**src/hdl/vc_pkg.sv**
```systemverilog
package vc_pkg;

	localparam int VC_WAYS        = 4;
	localparam int VC_OFFSET_BITS = 4;
	localparam int VC_TAG_BITS    = 12;
	localparam int VC_LINE_BITS   = 128;
	localparam int VC_ADDR_BITS   = VC_TAG_BITS + VC_OFFSET_BITS;
	localparam int VC_WAY_BITS    = $clog2(VC_WAYS);

	// upper address bits that name a line
	typedef logic [VC_TAG_BITS-1:0]  vc_tag_t;

	typedef logic [VC_LINE_BITS-1:0] vc_line_t;

	// byte address on the L2 side
	typedef logic [VC_ADDR_BITS-1:0] vc_addr_t;

	typedef logic [VC_WAY_BITS-1:0]  vc_way_t;

	// request payload from L1, held stable by L1 until ack
	typedef struct packed {
		logic     we;    // 1 = insert evicted line, 0 = lookup
		vc_tag_t  tag;
		vc_line_t line;
		logic     dirty;
	} vc_l1_req_t;

	// read response to L1, valid in the ack cycle
	typedef struct packed {
		vc_line_t line;
		logic     dirty;
	} vc_l1_rsp_t;

endpackage

```
**src/hdl/vc_slot_array.sv**
```systemverilog
`timescale 1ns/10ps

module vc_slot_array (
	input  logic              clk,
	input  logic              rst,
	input  vc_pkg::vc_tag_t   tag,
	input  vc_pkg::vc_way_t   way,
	input  logic              write,
	input  logic              inval,
	input  logic              wr_dirty,
	input  vc_pkg::vc_tag_t   wr_tag,
	input  vc_pkg::vc_line_t  wr_line,
	output logic              hit,
	output vc_pkg::vc_way_t   hit_way,
	output logic              full,
	output logic [vc_pkg::VC_WAYS-1:0] valid,
	output logic [vc_pkg::VC_WAYS-1:0] dirty,
	output vc_pkg::vc_tag_t   tags [vc_pkg::VC_WAYS],
	output vc_pkg::vc_line_t  lines [vc_pkg::VC_WAYS]
);

	import vc_pkg::*;

	logic [VC_WAYS-1:0] hit_vec;

	// valid bits are the only control state in the array
	always_ff @(posedge clk) begin
		if (rst) begin
			valid <= '0;
		end else if (write) begin
			valid[way] <= 1'b1;
		end else if (inval) begin
			valid[way] <= 1'b0;
		end
	end

	always_ff @(posedge clk) begin
		if (write) begin
			tags[way]  <= wr_tag;
			lines[way] <= wr_line;
			dirty[way] <= wr_dirty;
		end
	end

	// parallel compare against every valid entry
	always_comb begin
		for (int i = 0; i < VC_WAYS; i++) begin
			hit_vec[i] = valid[i] && (tags[i] == tag);
		end
	end

	always_comb begin
		hit_way = '0;
		for (int i = 0; i < VC_WAYS; i++) begin
			if (hit_vec[i]) begin
				hit_way = vc_way_t'(i);
			end
		end
	end

	assign hit  = |hit_vec;
	assign full = &valid;   // no free slot left

	// an insert always reuses the entry that already holds its tag,
	// so the same tag can never sit in two ways
	a_single_hit : assert property (@(posedge clk) disable iff (rst)
		$onehot0(hit_vec));

endmodule

```
**src/hdl/vc_lru_tracker.sv**
```systemverilog
`timescale 1ns/10ps

module vc_lru_tracker (
	input  logic            clk,
	input  logic            rst,
	input  logic            touch,
	input  vc_pkg::vc_way_t way,
	output vc_pkg::vc_way_t lru_way
);

	import vc_pkg::*;

	logic [1:0] rank [VC_WAYS];   // 3 = most recent, 0 = next to go
	logic [VC_WAYS-1:0] rank_seen;

	always_ff @(posedge clk) begin
		if (rst) begin
			for (int i = 0; i < VC_WAYS; i++) begin
				rank[i] <= 2'(i);   // way 0 starts as LRU
			end
		end else if (touch) begin
			for (int i = 0; i < VC_WAYS; i++) begin
				if (vc_way_t'(i) == way) begin
					rank[i] <= 2'd3;
				end else if (rank[i] > rank[way]) begin
					rank[i] <= rank[i] - 2'd1;
				end
			end
		end
	end

	always_comb begin
		lru_way = '0;
		for (int i = 0; i < VC_WAYS; i++) begin
			if (rank[i] == 2'd0) begin
				lru_way = vc_way_t'(i);
			end
		end
	end

	// each rank value must be held by exactly one way
	always_comb begin
		rank_seen = '0;
		for (int i = 0; i < VC_WAYS; i++) begin
			rank_seen[rank[i]] = 1'b1;
		end
	end

	a_rank_perm : assert property (@(posedge clk) disable iff (rst)
		rank_seen == '1);

endmodule

```
**src/hdl/vc_datapath.sv**
```systemverilog
`timescale 1ns/10ps

module vc_datapath (
	input  logic               clk,
	input  logic               rst,
	input  vc_pkg::vc_l1_req_t req_in,
	input  logic               req_load,
	input  logic               rsp_load,
	input  logic               rsp_sel_fill,
	input  logic               adr_sel_victim,
	input  vc_pkg::vc_line_t   l2_rdat,
	input  logic               hit,
	input  logic               full,
	input  vc_pkg::vc_way_t    hit_way,
	input  vc_pkg::vc_way_t    lru_way,
	input  logic [vc_pkg::VC_WAYS-1:0] valid,
	input  logic [vc_pkg::VC_WAYS-1:0] dirty,
	input  vc_pkg::vc_tag_t    tags [vc_pkg::VC_WAYS],
	input  vc_pkg::vc_line_t   lines [vc_pkg::VC_WAYS],
	output vc_pkg::vc_l1_req_t req,
	output vc_pkg::vc_way_t    target_way,
	output logic               victim_dirty,
	output vc_pkg::vc_l1_rsp_t rsp,
	output vc_pkg::vc_addr_t   l2_adr,
	output vc_pkg::vc_line_t   l2_wdat
);

	import vc_pkg::*;

	vc_way_t    free_way;
	vc_tag_t    victim_tag;
	vc_line_t   victim_line;
	vc_tag_t    l2_tag;
	vc_l1_rsp_t rsp_next;

	always_ff @(posedge clk) begin
		if (rst) begin
			req <= '0;
		end else if (req_load) begin
			req <= req_in;
		end
	end

	// lowest numbered empty way
	always_comb begin
		free_way = '0;
		for (int i = VC_WAYS - 1; i >= 0; i--) begin
			if (!valid[i]) begin
				free_way = vc_way_t'(i);
			end
		end
	end

	always_comb begin
		if (hit) begin
			target_way = hit_way;
		end else if (!full) begin
			target_way = free_way;
		end else begin
			target_way = lru_way;
		end
	end

	assign victim_tag  = tags[target_way];
	assign victim_line = lines[target_way];
	assign victim_dirty = valid[target_way] && dirty[target_way] && (victim_tag != req.tag);

	always_comb begin
		if (rsp_sel_fill) begin
			rsp_next = '{line: l2_rdat, dirty: 1'b0};   // a line from L2 is clean
		end else begin
			rsp_next = '{line: victim_line, dirty: dirty[target_way]};
		end
	end

	always_ff @(posedge clk) begin
		if (rsp_load) begin
			rsp <= rsp_next;
		end
	end

	assign l2_tag  = adr_sel_victim ? victim_tag : req.tag;
	assign l2_adr  = {l2_tag, {VC_OFFSET_BITS{1'b0}}};
	assign l2_wdat = victim_line;

endmodule

```
**src/hdl/vc_control.sv**
```systemverilog
`timescale 1ns/10ps

module vc_control (
	input  logic               clk,
	input  logic               rst,
	input  logic               l1_cyc,
	input  logic               l1_stb,
	input  vc_pkg::vc_l1_req_t req,
	input  logic               hit,
	input  logic               victim_dirty,
	input  logic               l2_ack,
	output logic               l1_ack,
	output logic               l2_cyc,
	output logic               l2_stb,
	output logic               l2_we,
	output logic               req_load,
	output logic               rsp_load,
	output logic               rsp_sel_fill,
	output logic               adr_sel_victim,
	output logic               slot_write,
	output logic               slot_inval,
	output logic               lru_touch
);

	typedef enum logic [2:0] {
		IDLE,
		LOOKUP,
		WRITEBACK,
		FILL,
		RESPOND
	} state_t;

	state_t state, state_next;

	always_ff @(posedge clk) begin
		if (rst) begin
			state <= IDLE;
		end else begin
			state <= state_next;
		end
	end

	always_comb begin
		state_next     = state;
		l1_ack         = 1'b0;
		l2_cyc         = 1'b0;
		l2_stb         = 1'b0;
		l2_we          = 1'b0;
		req_load       = 1'b0;
		rsp_load       = 1'b0;
		rsp_sel_fill   = 1'b0;
		adr_sel_victim = 1'b0;
		slot_write     = 1'b0;
		slot_inval     = 1'b0;
		lru_touch      = 1'b0;

		case (state)
			IDLE: begin
				if (l1_cyc && l1_stb) begin
					req_load   = 1'b1;
					state_next = LOOKUP;
				end
			end
			LOOKUP: begin
				if (req.we) begin
					state_next = victim_dirty ? WRITEBACK : RESPOND;
				end else if (hit) begin
					rsp_load   = 1'b1;   // line moves back to L1
					slot_inval = 1'b1;
					state_next = RESPOND;
				end else begin
					state_next = FILL;
				end
			end
			WRITEBACK: begin
				l2_cyc         = 1'b1;
				l2_stb         = 1'b1;
				l2_we          = 1'b1;
				adr_sel_victim = 1'b1;
				if (l2_ack) begin
					state_next = RESPOND;
				end
			end
			FILL: begin
				l2_cyc = 1'b1;
				l2_stb = 1'b1;
				if (l2_ack) begin
					rsp_load     = 1'b1;
					rsp_sel_fill = 1'b1;
					state_next   = RESPOND;
				end
			end
			RESPOND: begin
				l1_ack = 1'b1;
				if (req.we) begin
					slot_write = 1'b1;   // target way unchanged since lookup
					lru_touch  = 1'b1;
				end
				state_next = IDLE;
			end
			default: state_next = IDLE;
		endcase
	end

	// master side holds its strobe and direction until L2 answers
	a_l2_hold : assert property (@(posedge clk) disable iff (rst)
		(l2_stb && !l2_ack) |=> (l2_stb && l2_cyc && $stable(l2_we)));

	a_l1_ack_stb : assert property (@(posedge clk) disable iff (rst)
		l1_ack |-> l1_stb);

endmodule

```
**src/hdl/victim_cache.sv**
```systemverilog
`timescale 1ns/10ps

module victim_cache (
	input  logic               clk,
	input  logic               rst,
	input  logic               l1_cyc,
	input  logic               l1_stb,
	input  vc_pkg::vc_l1_req_t l1_req,
	output logic               l1_ack,
	output vc_pkg::vc_l1_rsp_t l1_rsp,
	output logic               l2_cyc,
	output logic               l2_stb,
	output logic               l2_we,
	output vc_pkg::vc_addr_t   l2_adr,
	output vc_pkg::vc_line_t   l2_wdat,
	input  logic               l2_ack,
	input  vc_pkg::vc_line_t   l2_rdat
);

	import vc_pkg::*;

	vc_l1_req_t req;
	vc_way_t    target_way, hit_way, lru_way;
	logic       hit, full, victim_dirty;
	logic       req_load, rsp_load, rsp_sel_fill, adr_sel_victim;
	logic       slot_write, slot_inval, lru_touch;
	logic [VC_WAYS-1:0] valid, dirty;
	vc_tag_t    tags [VC_WAYS];
	vc_line_t   lines [VC_WAYS];

	vc_slot_array u_slots (
		.clk, .rst,
		.tag(req.tag), .way(target_way),
		.write(slot_write), .inval(slot_inval),
		.wr_dirty(req.dirty), .wr_tag(req.tag), .wr_line(req.line),
		.hit, .hit_way, .full, .valid, .dirty, .tags, .lines
	);

	vc_lru_tracker u_lru (.clk, .rst, .touch(lru_touch), .way(target_way), .lru_way);

	vc_datapath u_dp (
		.clk, .rst, .req_in(l1_req), .req_load, .rsp_load, .rsp_sel_fill, .adr_sel_victim,
		.l2_rdat, .hit, .full, .hit_way, .lru_way, .valid, .dirty, .tags, .lines,
		.req, .target_way, .victim_dirty, .rsp(l1_rsp), .l2_adr, .l2_wdat
	);

	vc_control u_ctrl (
		.clk, .rst, .l1_cyc, .l1_stb, .req, .hit, .victim_dirty, .l2_ack,
		.l1_ack, .l2_cyc, .l2_stb, .l2_we, .req_load, .rsp_load, .rsp_sel_fill,
		.adr_sel_victim, .slot_write, .slot_inval, .lru_touch
	);

endmodule

```
**config.mk**
```make
export PLATFORM = sky130hd
export DESIGN_NAME = victim_cache
export DESIGN_NICKNAME = d
export VERILOG_FILES = /design/src/hdl/vc_pkg.sv /design/src/hdl/vc_slot_array.sv /design/src/hdl/vc_lru_tracker.sv /design/src/hdl/vc_datapath.sv /design/src/hdl/vc_control.sv /design/src/hdl/victim_cache.sv
export SDC_FILE = /design/constraint.sdc
export NUM_CORES = 1
export LEC_CHECK = 0
export BUFFER_PORTS_ARGS = -buffer_cell sky130_fd_sc_hd__buf_2
export CORE_MARGIN = 2
export CORE_UTILIZATION = 25
export DETAILED_ROUTE_END_ITERATION = 16
export HOLD_SLACK_MARGIN = 0.1
export SLEW_MARGIN = 30
export SYNTH_ARGS = -nofsm -noshare
export SYNTH_HDL_FRONTEND = slang
export SYNTH_SLANG_ARGS = --single-unit
export TNS_END_PERCENT = 100
```
**constraint.sdc**
```tcl
create_clock -name clk -period 6 [get_ports clk]
set_input_delay 0.3 -clock clk [delete_from_list [all_inputs] [get_ports clk]]
set_output_delay 0.3 -clock clk [all_outputs]
set_load 0.02 [all_outputs]
```
After elaboration in Yosys (flattened, before gate mapping)
Memory sizes are Yosys's and may differ from the RTL's.
Index checks and enable logic that the tools add are counted.
W data, S select, Z words.

word-level totals
  register bits = 842
  latch bits = 0
  RAM bits = 8
  memory bits (read-only) = 0
  input bits = 275
  output and inout port bits = 277
  logic and storage cells = 175
  memories = 1

cells by class
  add/subtract/negate cells = 4
  multiply operators = 0
  div/mod/pow operators = 0
  order comparisons = 8
  equality and inequality tests = 14
  shifts and indexed selects = 0
  multiplexer cells = 100
  bitwise gates (word level) = 12
  reductions and logical operators = 19

memories
  name        words  width  read ports  clocked after memory_dff  write ports  RTL line              source
  u_lru.rank  4      2      5           0                         4            vc_lru_tracker.sv:13  logic [1:0] rank [VC_WAYS];

operators by type and width
  operator               number
  $bwmux W512            1
  $mux W128              3
  $bmux W128 S2          1
  $demux W128 S2         1
  $mux W129              1
  $mux W1                55
  $bwmux W48             1
  $eq A12 B12 Y1         4
  $mux W12               4
  $mux W2                18
  $bmux W12 S2           1
  $demux W12 S2          1
  $mux W3                5
  $ne A12 B12 Y1         1
  $logic_and A1 B1 Y1    9
  $pmux W3 S3            1
  $gt A2 B2 Y1           4
  $logic_not A2 Y1       4
  $mux W4                2
  $or A1 B1 Y1           8
  $sub A2 B1 Y2 const B  4
  $eq A3 B2 Y1 const B   2
  $and A4 B4 Y4          1
  $bmux W1 S2            2
  21 further kinds       23

Depth between registers and ports, before layout
Gate-level depths: netlist (run 1).
An unclocked memory read counts as a cell.

  depth after elaboration = 16
  mapped depth = 17
  mapped depth without buffers = 15

By module
A second synthesis (run 1) with hierarchy kept.

second synthesis, totals
  cell total of the unflattened synthesis = 2,462
  area, all modules = 33,804.9 um2

modules (own cells, without submodules)
  module          times used  cells each  area each (um2)  sequential area each (um2)
  vc_slot_array   1           661         17,744.5         17,016.3
  vc_datapath     1           1,697       15,115.7         6,716.4
  vc_lru_tracker  1           72          705.7            240.2
  vc_control      1           32          239.0            60.1

Worst setup path after synthesis (run 1)
No wires, ideal clock.

  kind = register -> register
  from = memory u_lru.rank[3][0]
  to = register u_slots.dirty[0] (netlist name) (enable)
  setup time = 0.494 ns
  arrival = 5.252 ns
  required time = 5.506 ns
  path slack = 0.254 ns
  stages on the path, launching flop included = 13
  buffers on the path = 3
  period minus slack after synthesis = 5.746 ns
  path through = edfxtp_1 inv_1 ha_1 nand2b_1 or3b_2 o21ai_0 o21ai_1 clkbuf_1 nor2_1 clkbuf_1 clkbuf_1 nand2_1 inv_1

RTL lines
  element                         RTL line              source
  start: declaration              vc_lru_tracker.sv:13
  end signal: indexed assignment  vc_slot_array.sv:41   dirty[way] <= wr_dirty;
  end: declaration                vc_slot_array.sv:17   output logic [vc_pkg::VC_WAYS-1:0] dirty,

==> results of run 1 <==
power breakdown:
| part | internal (mW) | switching (mW) | leakage [nW] |
|---|---|---|---|
| Clock | 3.37 | 2.40 | 1.52 |
| Sequential | 6.44 | 0.0842 | 7.61 |
| Combinational | 0.284 | 0.289 | 6.10 |
| Total | 10.1 | 2.78 | 15.2 |
final cells by class:
cell class | instances | area share, %
flip-flops and latches | 850 | 55.6
multi-input cells | 1246 | 17.7
repair buffers | 878 | 14.2
clock buffers | 127 | 6.00
well taps | 1729 | 5.00
clock inverters | 51 | 1.30
inverters | 22 | 0.237
diodes | 4 | 0.0232
worst min path at each step:
stage,endpoint,slack (ps),from,depth (start not counted)
2_1_floorplan,u_dp.req[139]$_SDFFE_PP0P_,440,l1_req[139],2
3_3_place_gp,u_dp.req[109]$_SDFFE_PP0P_,480,u_dp.req[109]$_SDFFE_PP0P_,2
3_5_place_dp,u_slots.lines[191]$_DFFE_PP_,480,u_dp.req[64]$_SDFFE_PP0P_,0
4_1_cts,u_dp.req[36]$_SDFFE_PP0P_,100,rst,2
5_1_grt,u_dp.req[47]$_SDFFE_PP0P_,130,rst,2
6_report,u_dp.req[21]$_SDFFE_PP0P_,150,rst,2
kinds of logic (layout without fill, tap and decap cells):
family / count (synthesis) / in the layout / share of synthesized area (%)
flops: 850 / 850 / 74.3
simple gates: 681 / 681 / 8.71
compound gates: 367 / 367 / 8.25
buf+inv: 166 / 1078 / 2.28
mux: 130 / 130 / 4.52
xor+xnor: 53 / 53 / 1.46
fa+ha+maj: 11 / 11 / 0.426
other cells: 1 / 8 / 0.0116
placed cells by master, fill, tap and decap left out, drive strengths merged, types with 3 or more instances in the layout:
| master | n |
|---|---|
| diode | 4 |
| clkinvlp | 8 |
| and4 | 3 |
| a221oi | 3 |
| buf | 593 |
| dlygate4sd3 | 285 |
| o21ai | 18 |
| and2 | 3 |
| nor3 | 8 |
| xor2 | 5 |
| nor4 | 4 |
| nor2 | 21 |
| o2bb2ai | 5 |
| o22ai | 15 |
| a21oi | 167 |
| bufinv | 7 |
| dfxtp | 149 |
| and3 | 5 |
| nand3 | 14 |
| inv | 25 |
| edfxtp | 701 |
| a222oi | 129 |
| clkbuf | 127 |
| a211oi | 4 |
| xnor2 | 48 |
| or2 | 3 |
| ha | 11 |
| nand2 | 576 |
| or3 | 4 |
| mux2 | 128 |
| nand2b | 14 |
| nand4 | 15 |
| clkinv | 33 |
| a211o | 3 |
| conb | 4 |
| o31ai | 8 |
routing by layer:
| layer | vias up | track usage [%] |
|---|---|---|
| met5 | - | 0 |
| met1 | 10800 | 17.1 |
| met3 | 127 | 2.50 |
| met4 | 2 | 4.43 |
| li1 | 10200 | - |
| met2 | 704 | 23.1 |
what timing repair did:
action                    CTS  global route
hold buffers              285             0
resized for setup           0             0
hold endpoints to repair  273             0
metrics by stage:
step                hold WS [ps]  power (mW)  std cells  util (%)  worst slack, ps
finish                       148        12.9       4907      33.8              957
global route                 129        13.3       4905      33.8              708
CTS                          102        13.0       4903      33.8              871
detailed placement           483        7.07       4440      29.1             1670
global placement             478        7.06       4440      29.1             1560
floorplan                    436        6.85       2262         -              254
flip-flops by register name, summed over array words and instances, names as in the netlist, named ones only:
name	flops
u_slots.lines	512
u_dp.req	142
u_dp.rsp	129
u_slots.tags	48
u_lru.rank	8
u_slots.dirty	4
u_ctrl.state	3
==> flow_summary.ini, run 1 <==
[run_status]
status = completed

[floorplan]
dieArea_sq_um = 132000
ios = 552
dieHeight_um = 364
core_sq_um = 128000
start_util_pct = 25.3
fp.dieW_um = 364
fp-row-count = 131

[route]
wirelength_um = 92600
top_layer_used = met5
vias = 21800
dr.pass1.iters = 6
drc = 0
drt_iter0_drc = 1888
wl_per_cell_um = 18.9
met2_length_um = 45500
vias_per_cell = 4.44
wl_met3_um = 5020
ant_nets = 0
wl_met1_um = 39900

[logic_synthesis]
synth_area_leaders = edfxtp_1 65%, dfxtp_1 9.2%, nand2_1 6.7%
syn_inst = 2259
syn_avg_cell_area_sq_um = 14.3
yosysTopAreaCell = edfxtp_1
synth_edf_count = 701
seq_area_frac_synth_pct = 74.3
yosysMostFrequentCell = edfxtp_1
synth_ff_type = edfxtp_1
synth_common_cells = 701 x edfxtp_1, 576 x nand2_1, 167 x a21oi_1
synth_cell_type_count = 67
netlist_area_sq_um = 32300
async_reset_ff_share_pct = 0
yosys_warnings = 0
synth_seq_cells = 850
synth_top_area_share_pct = 65.1

[clock_tree]
cts_num_sinks = 850
cts_setup_buffers = 0
insertion_delay_ps = 700
cts_made_buffers = 94
h-tree-depth = 3
clockBufferDepth = 3
cts_tree = built
clockRootBuffer = clkbuf_16
clk_pin_slew_ps = 60

[placement]
place_area_sq_um = 37200
io_buffers = 547
dpl.hpwl_um = 56900
place.gp.congestion = 0.834

[critical_path]
cp_top_family = simple AND/OR/NAND/NOR gates
timing.rr.start = u_dp.req[136]$_SDFFE_PP0P_
startpoint = u_lru.rank[3][0]$_SDFFCE_PN1P_
crit_fanout = 25
worst_path_most_repeated_cell = buf_4
cp-end-kind = output pin
critPathKind = reg2out
crit_slowest_cell = nor2_4
crit_buf_inv = 5
crit_end = l2_wdat[85]
worstSetupStartpointType = flop
worst_ep_arrival_time_ps = 4740
reg2reg_setup_slack_ps = 1710
crit_required_ps = 5700
path_depth = 13
slowest_delay_ps = 670
crit_chain = inv_1 > ha_1 > nand2b_1 > or3b_2 > o21ai_0 > o21ai_1 > buf_4 > nor2_4 > buf_4 > buf_4 > a222oi_1 > nand2_1 > buf_2
rr_worst_depth = 10
rr_endpoint = u_lru.rank[2][0]$_SDFFCE_PN0P_

[grt]
grt_max_degree = 94
antenna_found_initial = 6
grt_pass1_wl_um = 136000
gr-total-overflow = 0
grt_util_all_layers_pct = 13.5
grt_pass1_vias = 22200

[final_layout]
seq_area_sq_um = 24000
areaGrowthSynthToFinish_pct = 33.8
multi_input_area_sq_um = 7640
fin_area_sq_um = 43200
drive_above_1_share_pct = 28.3
layout.nets = 3378
fillerInstances = 12400

[timing]
timing.slew.headroom_pct = 41.4
finalHoldViolations = 0
final.period_utilization_pct = 84.1
setup_viol = 0
tns_ps = 0
tightestPinTransition_ps = 877
min_period_ps = 5040
drv_slew = 0
finClkSkew_ps = 37.6
rsz0062_at_grt = no
max_freq_ghz = 0.198

[power]
ir_worst_vdd_uv = 245
p_leak_nw = 15.2
power_density_nw_per_um2 = 298

[hold_path]
min_path_type = in2reg

[job]
maxCapViolCount = 0
(Power assumes the default switching activity.)
==> run 2: changes to the inputs <==
- clock period: 6 -> 4.37 ns (I/O delays scaled with it)
==> run 2 against run 1 <==
Against the previous run:
- worst hold slack improved by 160 ps
- highest routed layer unchanged
- critical path type unchanged
- via count rose by 1.5%
- combinational power rose by 47%
- power rose by 37%
- clock skew fell by 14 ps
- critical path depth fell by 4
- non-clock buffer count rose by 52
- core utilization rose by 0.47 points
- first-iteration DRC count fell by 2.0%
- register-to-register slack got worse by 1300 ps
- sequential power rose by 37%
- largest power group unchanged
==> flow_summary.ini, run 2 (synthesis gave the netlist of run 1 again) <==
[floorplan]
fp-row-count = 131
start_util_pct = 25.3
ios = 552
fp.dieW_um = 364
dieArea_sq_um = 132000
core_sq_um = 128000
dieHeight_um = 364

[placement]
io_buffers = 547
dp_cells = 4436
place_ws_ps = 392
dpl.hpwl_um = 56200
place.gp.congestion = 0.834

[timing]
finClkSkew_ps = 23.7
rsz0062_at_grt = no
tightestPinTransition_ps = 946
timing.slew.headroom_pct = 36.9
min_period_ps = 4190
finalHoldViolations = 0
fin_ws_ps = 178
max_freq_ghz = 0.239
holdWs_ps = 307
final.period_utilization_pct = 95.9
setup_viol = 0
drv_slew = 0

[route]
drt_iter0_drc = 1850
ant_nets = 0
wirelength_um = 94400
dr.pass1.iters = 6
vias = 22100
wl_per_cell_um = 19.1
vias_per_cell = 4.46
drc = 0

[power]
power_mw = 17.6
p_leak_nw = 15.5
ir_worst_vdd_uv = 314
power_density_nw_per_um2 = 402

[clock_tree]
cts_setup_buffers = 0
insertion_delay_ps = 700
cts_tree = built
cts_made_buffers = 93
cts_num_sinks = 850
clk_pin_slew_ps = 60
clockBufferDepth = 3
clockRootBuffer = clkbuf_16
h-tree-depth = 3

[grt]
grt_util_all_layers_pct = 13.9
gr-total-overflow = 0
grt_pass1_vias = 22700
grt_pass1_wl_um = 138000
antenna_found_initial = 8
grt_max_degree = 130

[final_layout]
final_cell_mix = 701 x edfxtp_1, 568 x nand2_1, 546 x buf_2
largest_reg_flops = 512
max_flop_register = u_slots.lines
seq_area_sq_um = 24000
reg_top3 = u_slots.lines: 512 flops, u_dp.req: 142 flops, u_dp.rsp: 129 flops
layout.nets = 3429
fillerInstances = 12400
multi_input_area_sq_um = 7740
fin_cells = 4955
fin_util_pct = 34.2
drive_above_1_share_pct = 28.1
final_common_cell = edfxtp_1
areaGrowthSynthToFinish_pct = 35.6

[critical_path]
reg2reg_setup_slack_ps = 380
crit_fanout = 14
crit_required_ps = 4150
worst_ep_arrival_time_ps = 3970
cp-end-kind = output pin
worstSetupStartpointType = flop
critPathKind = reg2out

[run_status]
status = completed

[job]
maxCapViolCount = 0

[hold_path]
min_path_type = in2reg
==> run 2: changes by cell type in the layout (fill, tap and decap cells not counted), sizes merged <==
cell	previous run	this run
dlygate4sd3	285	341
clkinv	33	20
buf	593	589
inv	25	26
clkbuf	127	131
clkinvlp	8	12
==> run 2: what timing repair did <==
item / CTS / global route
gates resized for setup: 0 / 2
hold buffers: 341 / 0
hold endpoints to repair: 276 / 0
endpoints found under the setup margin: 0 / 13
==> run 2: through the flow <==
| step | setup TNS (ps) | instance area (sq um) |
|---|---|---|
| global route | 0 | 43800 |
| finish | 0 | 43800 |
| global placement | 0 | 37400 |
| CTS | 0 | 43800 |
| detailed placement | 0 | 37400 |
| floorplan | -25640 | 32500 |
==> run 2: cell type report <==
| cell class | instances | area share, % |
|---|---|---|
| Sequential cell | 850 | 54.9 |
| Multi-Input combinational cell | 1246 | 17.7 |
| Timing Repair Buffer | 930 | 15.4 |
| Clock buffer | 131 | 5.82 |
| Tap cell | 1729 | 4.94 |
| Clock inverter | 43 | 1.10 |
| Inverter | 22 | 0.223 |
| Antenna cell | 4 | 0.0228 |
==> run 2: routing by layer <==
metal | share of wire (%) | global-route usage (%) | vias to the layer above | routed length (um)
met3 | 6.0 | 2.99 | 137 | 5640
met2 | 51 | 24.3 | 714 | 48100
met5 | 0.048 | 0 | - | 45
li1 | - | - | 10300 | -
met1 | 40 | 16.5 | 11000 | 38000
met4 | 2.8 | 5.40 | 8 | 2650
==> run 2: final timing paths <==
path	end	cells after the start	start
worst min register to register	u_dp.req[83]$_SDFFE_PP0P_	2	u_dp.req[83]$_SDFFE_PP0P_
worst min-delay path	u_dp.req[29]$_SDFFE_PP0P_	4	l1_req[29]
worst max-delay path	l2_adr[4]	9	u_dp.req[140]$_SDFFE_PP0P_
worst max register to register	u_lru.rank[2][1]$_SDFFCE_PN1P_	10	u_dp.req[140]$_SDFFE_PP0P_
==> run 2: critical path, stage by stage, from the launching register on <==
cell and delay, ps:
dfxtp_2 520, xnor2_1 170, nand4_1 180, or4_4 550
a31oi_4 360, nand2b_4 310, o32ai_2 110, or3_4 410
o21ai_0 420, buf_2 260
==> run 2: where the power goes <==
part	switching (mW)	total (mW)	leakage [nW]	internal [mW]
clock network	3.28	7.81	1.45	4.53
logic	0.408	0.840	6.42	0.432
registers	0.114	8.95	7.62	8.84
==> run 3: changes to the inputs <==
==> constraint.sdc (replaced) <==
create_clock -name clk -period 4.37 [get_ports clk]
set_input_delay 0.2185 -clock clk [delete_from_list [all_inputs] [get_ports clk]]
set_output_delay 0.2185 -clock clk [all_outputs]
set_load 0.005 [all_outputs]
==> run 3 against run 2 <==
Against the previous run:
- count of clock-buffer cells in the layout rose by 3
- via count hardly changed
- final cell count is 0.20% higher
- critical path depth rose by 1
- global-route usage is essentially flat
- combinational power decreased by 3.6%
- die area unchanged
- fmax fell by 0.96%
- largest power group unchanged
- critical endpoint is now l2_wdat[56]
==> flow_summary.ini, run 3 (synthesis gave the netlist of run 1 again) <==
[run_status]
status = completed

[floorplan]
fp.dieW_um = 364
start_util_pct = 25.3
dieHeight_um = 364
core_sq_um = 128000
dieArea_sq_um = 132000
fp-row-count = 131
ios = 552

[power]
p_int_mw = 13.9
power_density_nw_per_um2 = 403
ir_worst_vdd_uv = 304
netSwitchingFraction_pct = 21.5
p_clk_share_pct = 44.9
p_comb_share_pct = 4.6
sequentialPowerShare_pct = 50.5
power_mw = 17.7
p_leak_nw = 15.7
p_sw_mw = 3.82

[timing]
tns_ps = 0
final.period_utilization_pct = 96.9
holdWs_ps = 262
min_period_ps = 4230
setup_viol = 0
finClkSkew_ps = 27.6
rsz0062_at_grt = yes
timing.slew.headroom_pct = 36.6
finalHoldViolations = 0
tightestPinTransition_ps = 952
max_freq_ghz = 0.236
drv_slew = 0

[final_layout]
areaGrowthSynthToFinish_pct = 36.2
max_flop_register = u_slots.lines
largest_reg_flops = 512
seq_area_sq_um = 24000
fin_cells = 4965
layout.nets = 3438
final_cell_mix = 701 x edfxtp_1, 568 x nand2_1, 546 x buf_2
fillerInstances = 12400
final_common_cell = edfxtp_1
reg_top3 = u_slots.lines: 512 flops, u_dp.req: 142 flops, u_dp.rsp: 129 flops
drive_above_1_share_pct = 29.1
multi_input_area_sq_um = 7740

[placement]
io_buffers = 547
place.gp.congestion = 0.847
dp_cells = 4450
dpl.hpwl_um = 56900

[clock_tree]
clk_pin_slew_ps = 60
cts_made_buffers = 94
insertion_delay_ps = 700
cts_num_sinks = 850
cts_tree = built
clockRootBuffer = clkbuf_16
clockBufferDepth = 3
h-tree-depth = 3

[job]
maxCapViolCount = 0

[route]
vias = 22100
dr.pass1.iters = 11
wl_per_cell_um = 19.1
drt_iter0_drc = 2125
vias_per_cell = 4.45
ant_nets = 0
wirelength_um = 94800
drc = 0

[grt]
grt_util_all_layers_pct = 13.8
grt_pass1_wl_um = 138000
gr-total-overflow = 0
grt_pass1_vias = 22500
antenna_found_initial = 7
grt_max_degree = 130

[hold_path]
min_from = l1_stb
min_path_type = in2reg

[critical_path]
startpoint = u_slots.tags[39]$_DFFE_PP_
worstSetupStartpointType = flop
timing.rr.start = u_dp.req[129]$_SDFFE_PP0P_
critPathKind = reg2out
cp-end-kind = output pin
worst_ep_arrival_time_ps = 4010
crit_fanout = 48
crit_required_ps = 4150
-- run 3: per-layer routing --
metal | GRT usage (%) | part of all wire [%]
met1 | 16.9 | 41
met2 | 24.4 | 51
met3 | 2.52 | 5.6
met4 | 4.60 | 2.3
met5 | 0 | 0.039
-- run 3: area by class of cell --
class                      instances  share of cell area [%]
clock inverter                    42                   0.938
antenna                            4                  0.0227
tap                             1729                    4.92
sequential                       850                    54.6
inverter                          22                   0.222
multi-input combinational       1246                    17.6
timing repair buffer             938                    15.5
clock buffer                     134                    6.21
-- run 3: metrics by stage --
step	worst slack, ps	utilization [%]	instance area, sq um
global route	-79.4	34.4	44000
CTS	118	34.4	44000
finish	137	34.4	44000
global placement	484	29.3	37500
detailed placement	393	29.3	37500
floorplan	-292	-	32500
-- run 3: power by group through the flow --
stage	Sequential [mW]	Clock (mW)	Combinational [mW]
floorplan	9.07	0	0.302
global placement	9.11	0	0.558
detailed placement	9.12	0	0.564
CTS	8.95	8.17	0.815
global route	8.96	8.47	0.884
finish	8.95	7.96	0.810
-- run 3: final timing paths --
kind                               endpoint  slack [ps]  depth (start not counted)
max                             l2_wdat[56]         140                         10
min              u_dp.req[136]$_SDFFE_PP0P_         260                          6
min reg2reg    u_slots.lines[376]$_DFFE_PP_         490                          0
max reg2reg  u_lru.rank[2][0]$_SDFFCE_PN0P_         400                         10
-- run 3: critical path: stages, from the launching register on --
cell	delay, ps
edfxtp_1	410
xnor2_1	270
nand4_1	170
nor4_1	460
o21ai_1	320
buf_4	270
nor2_4	130
buf_4	540
a222oi_1	240
nand2_1	240
buf_2	170
-- run 3: repair_timing --
item / 4_1_cts / 5_1_grt
buffers inserted: 0 / 0
hold buffers: 335 / 0
resized for setup: 0 / 0
endpoints found under the hold margin: 277 / 0
endpoints found under the setup margin: 0 / 53
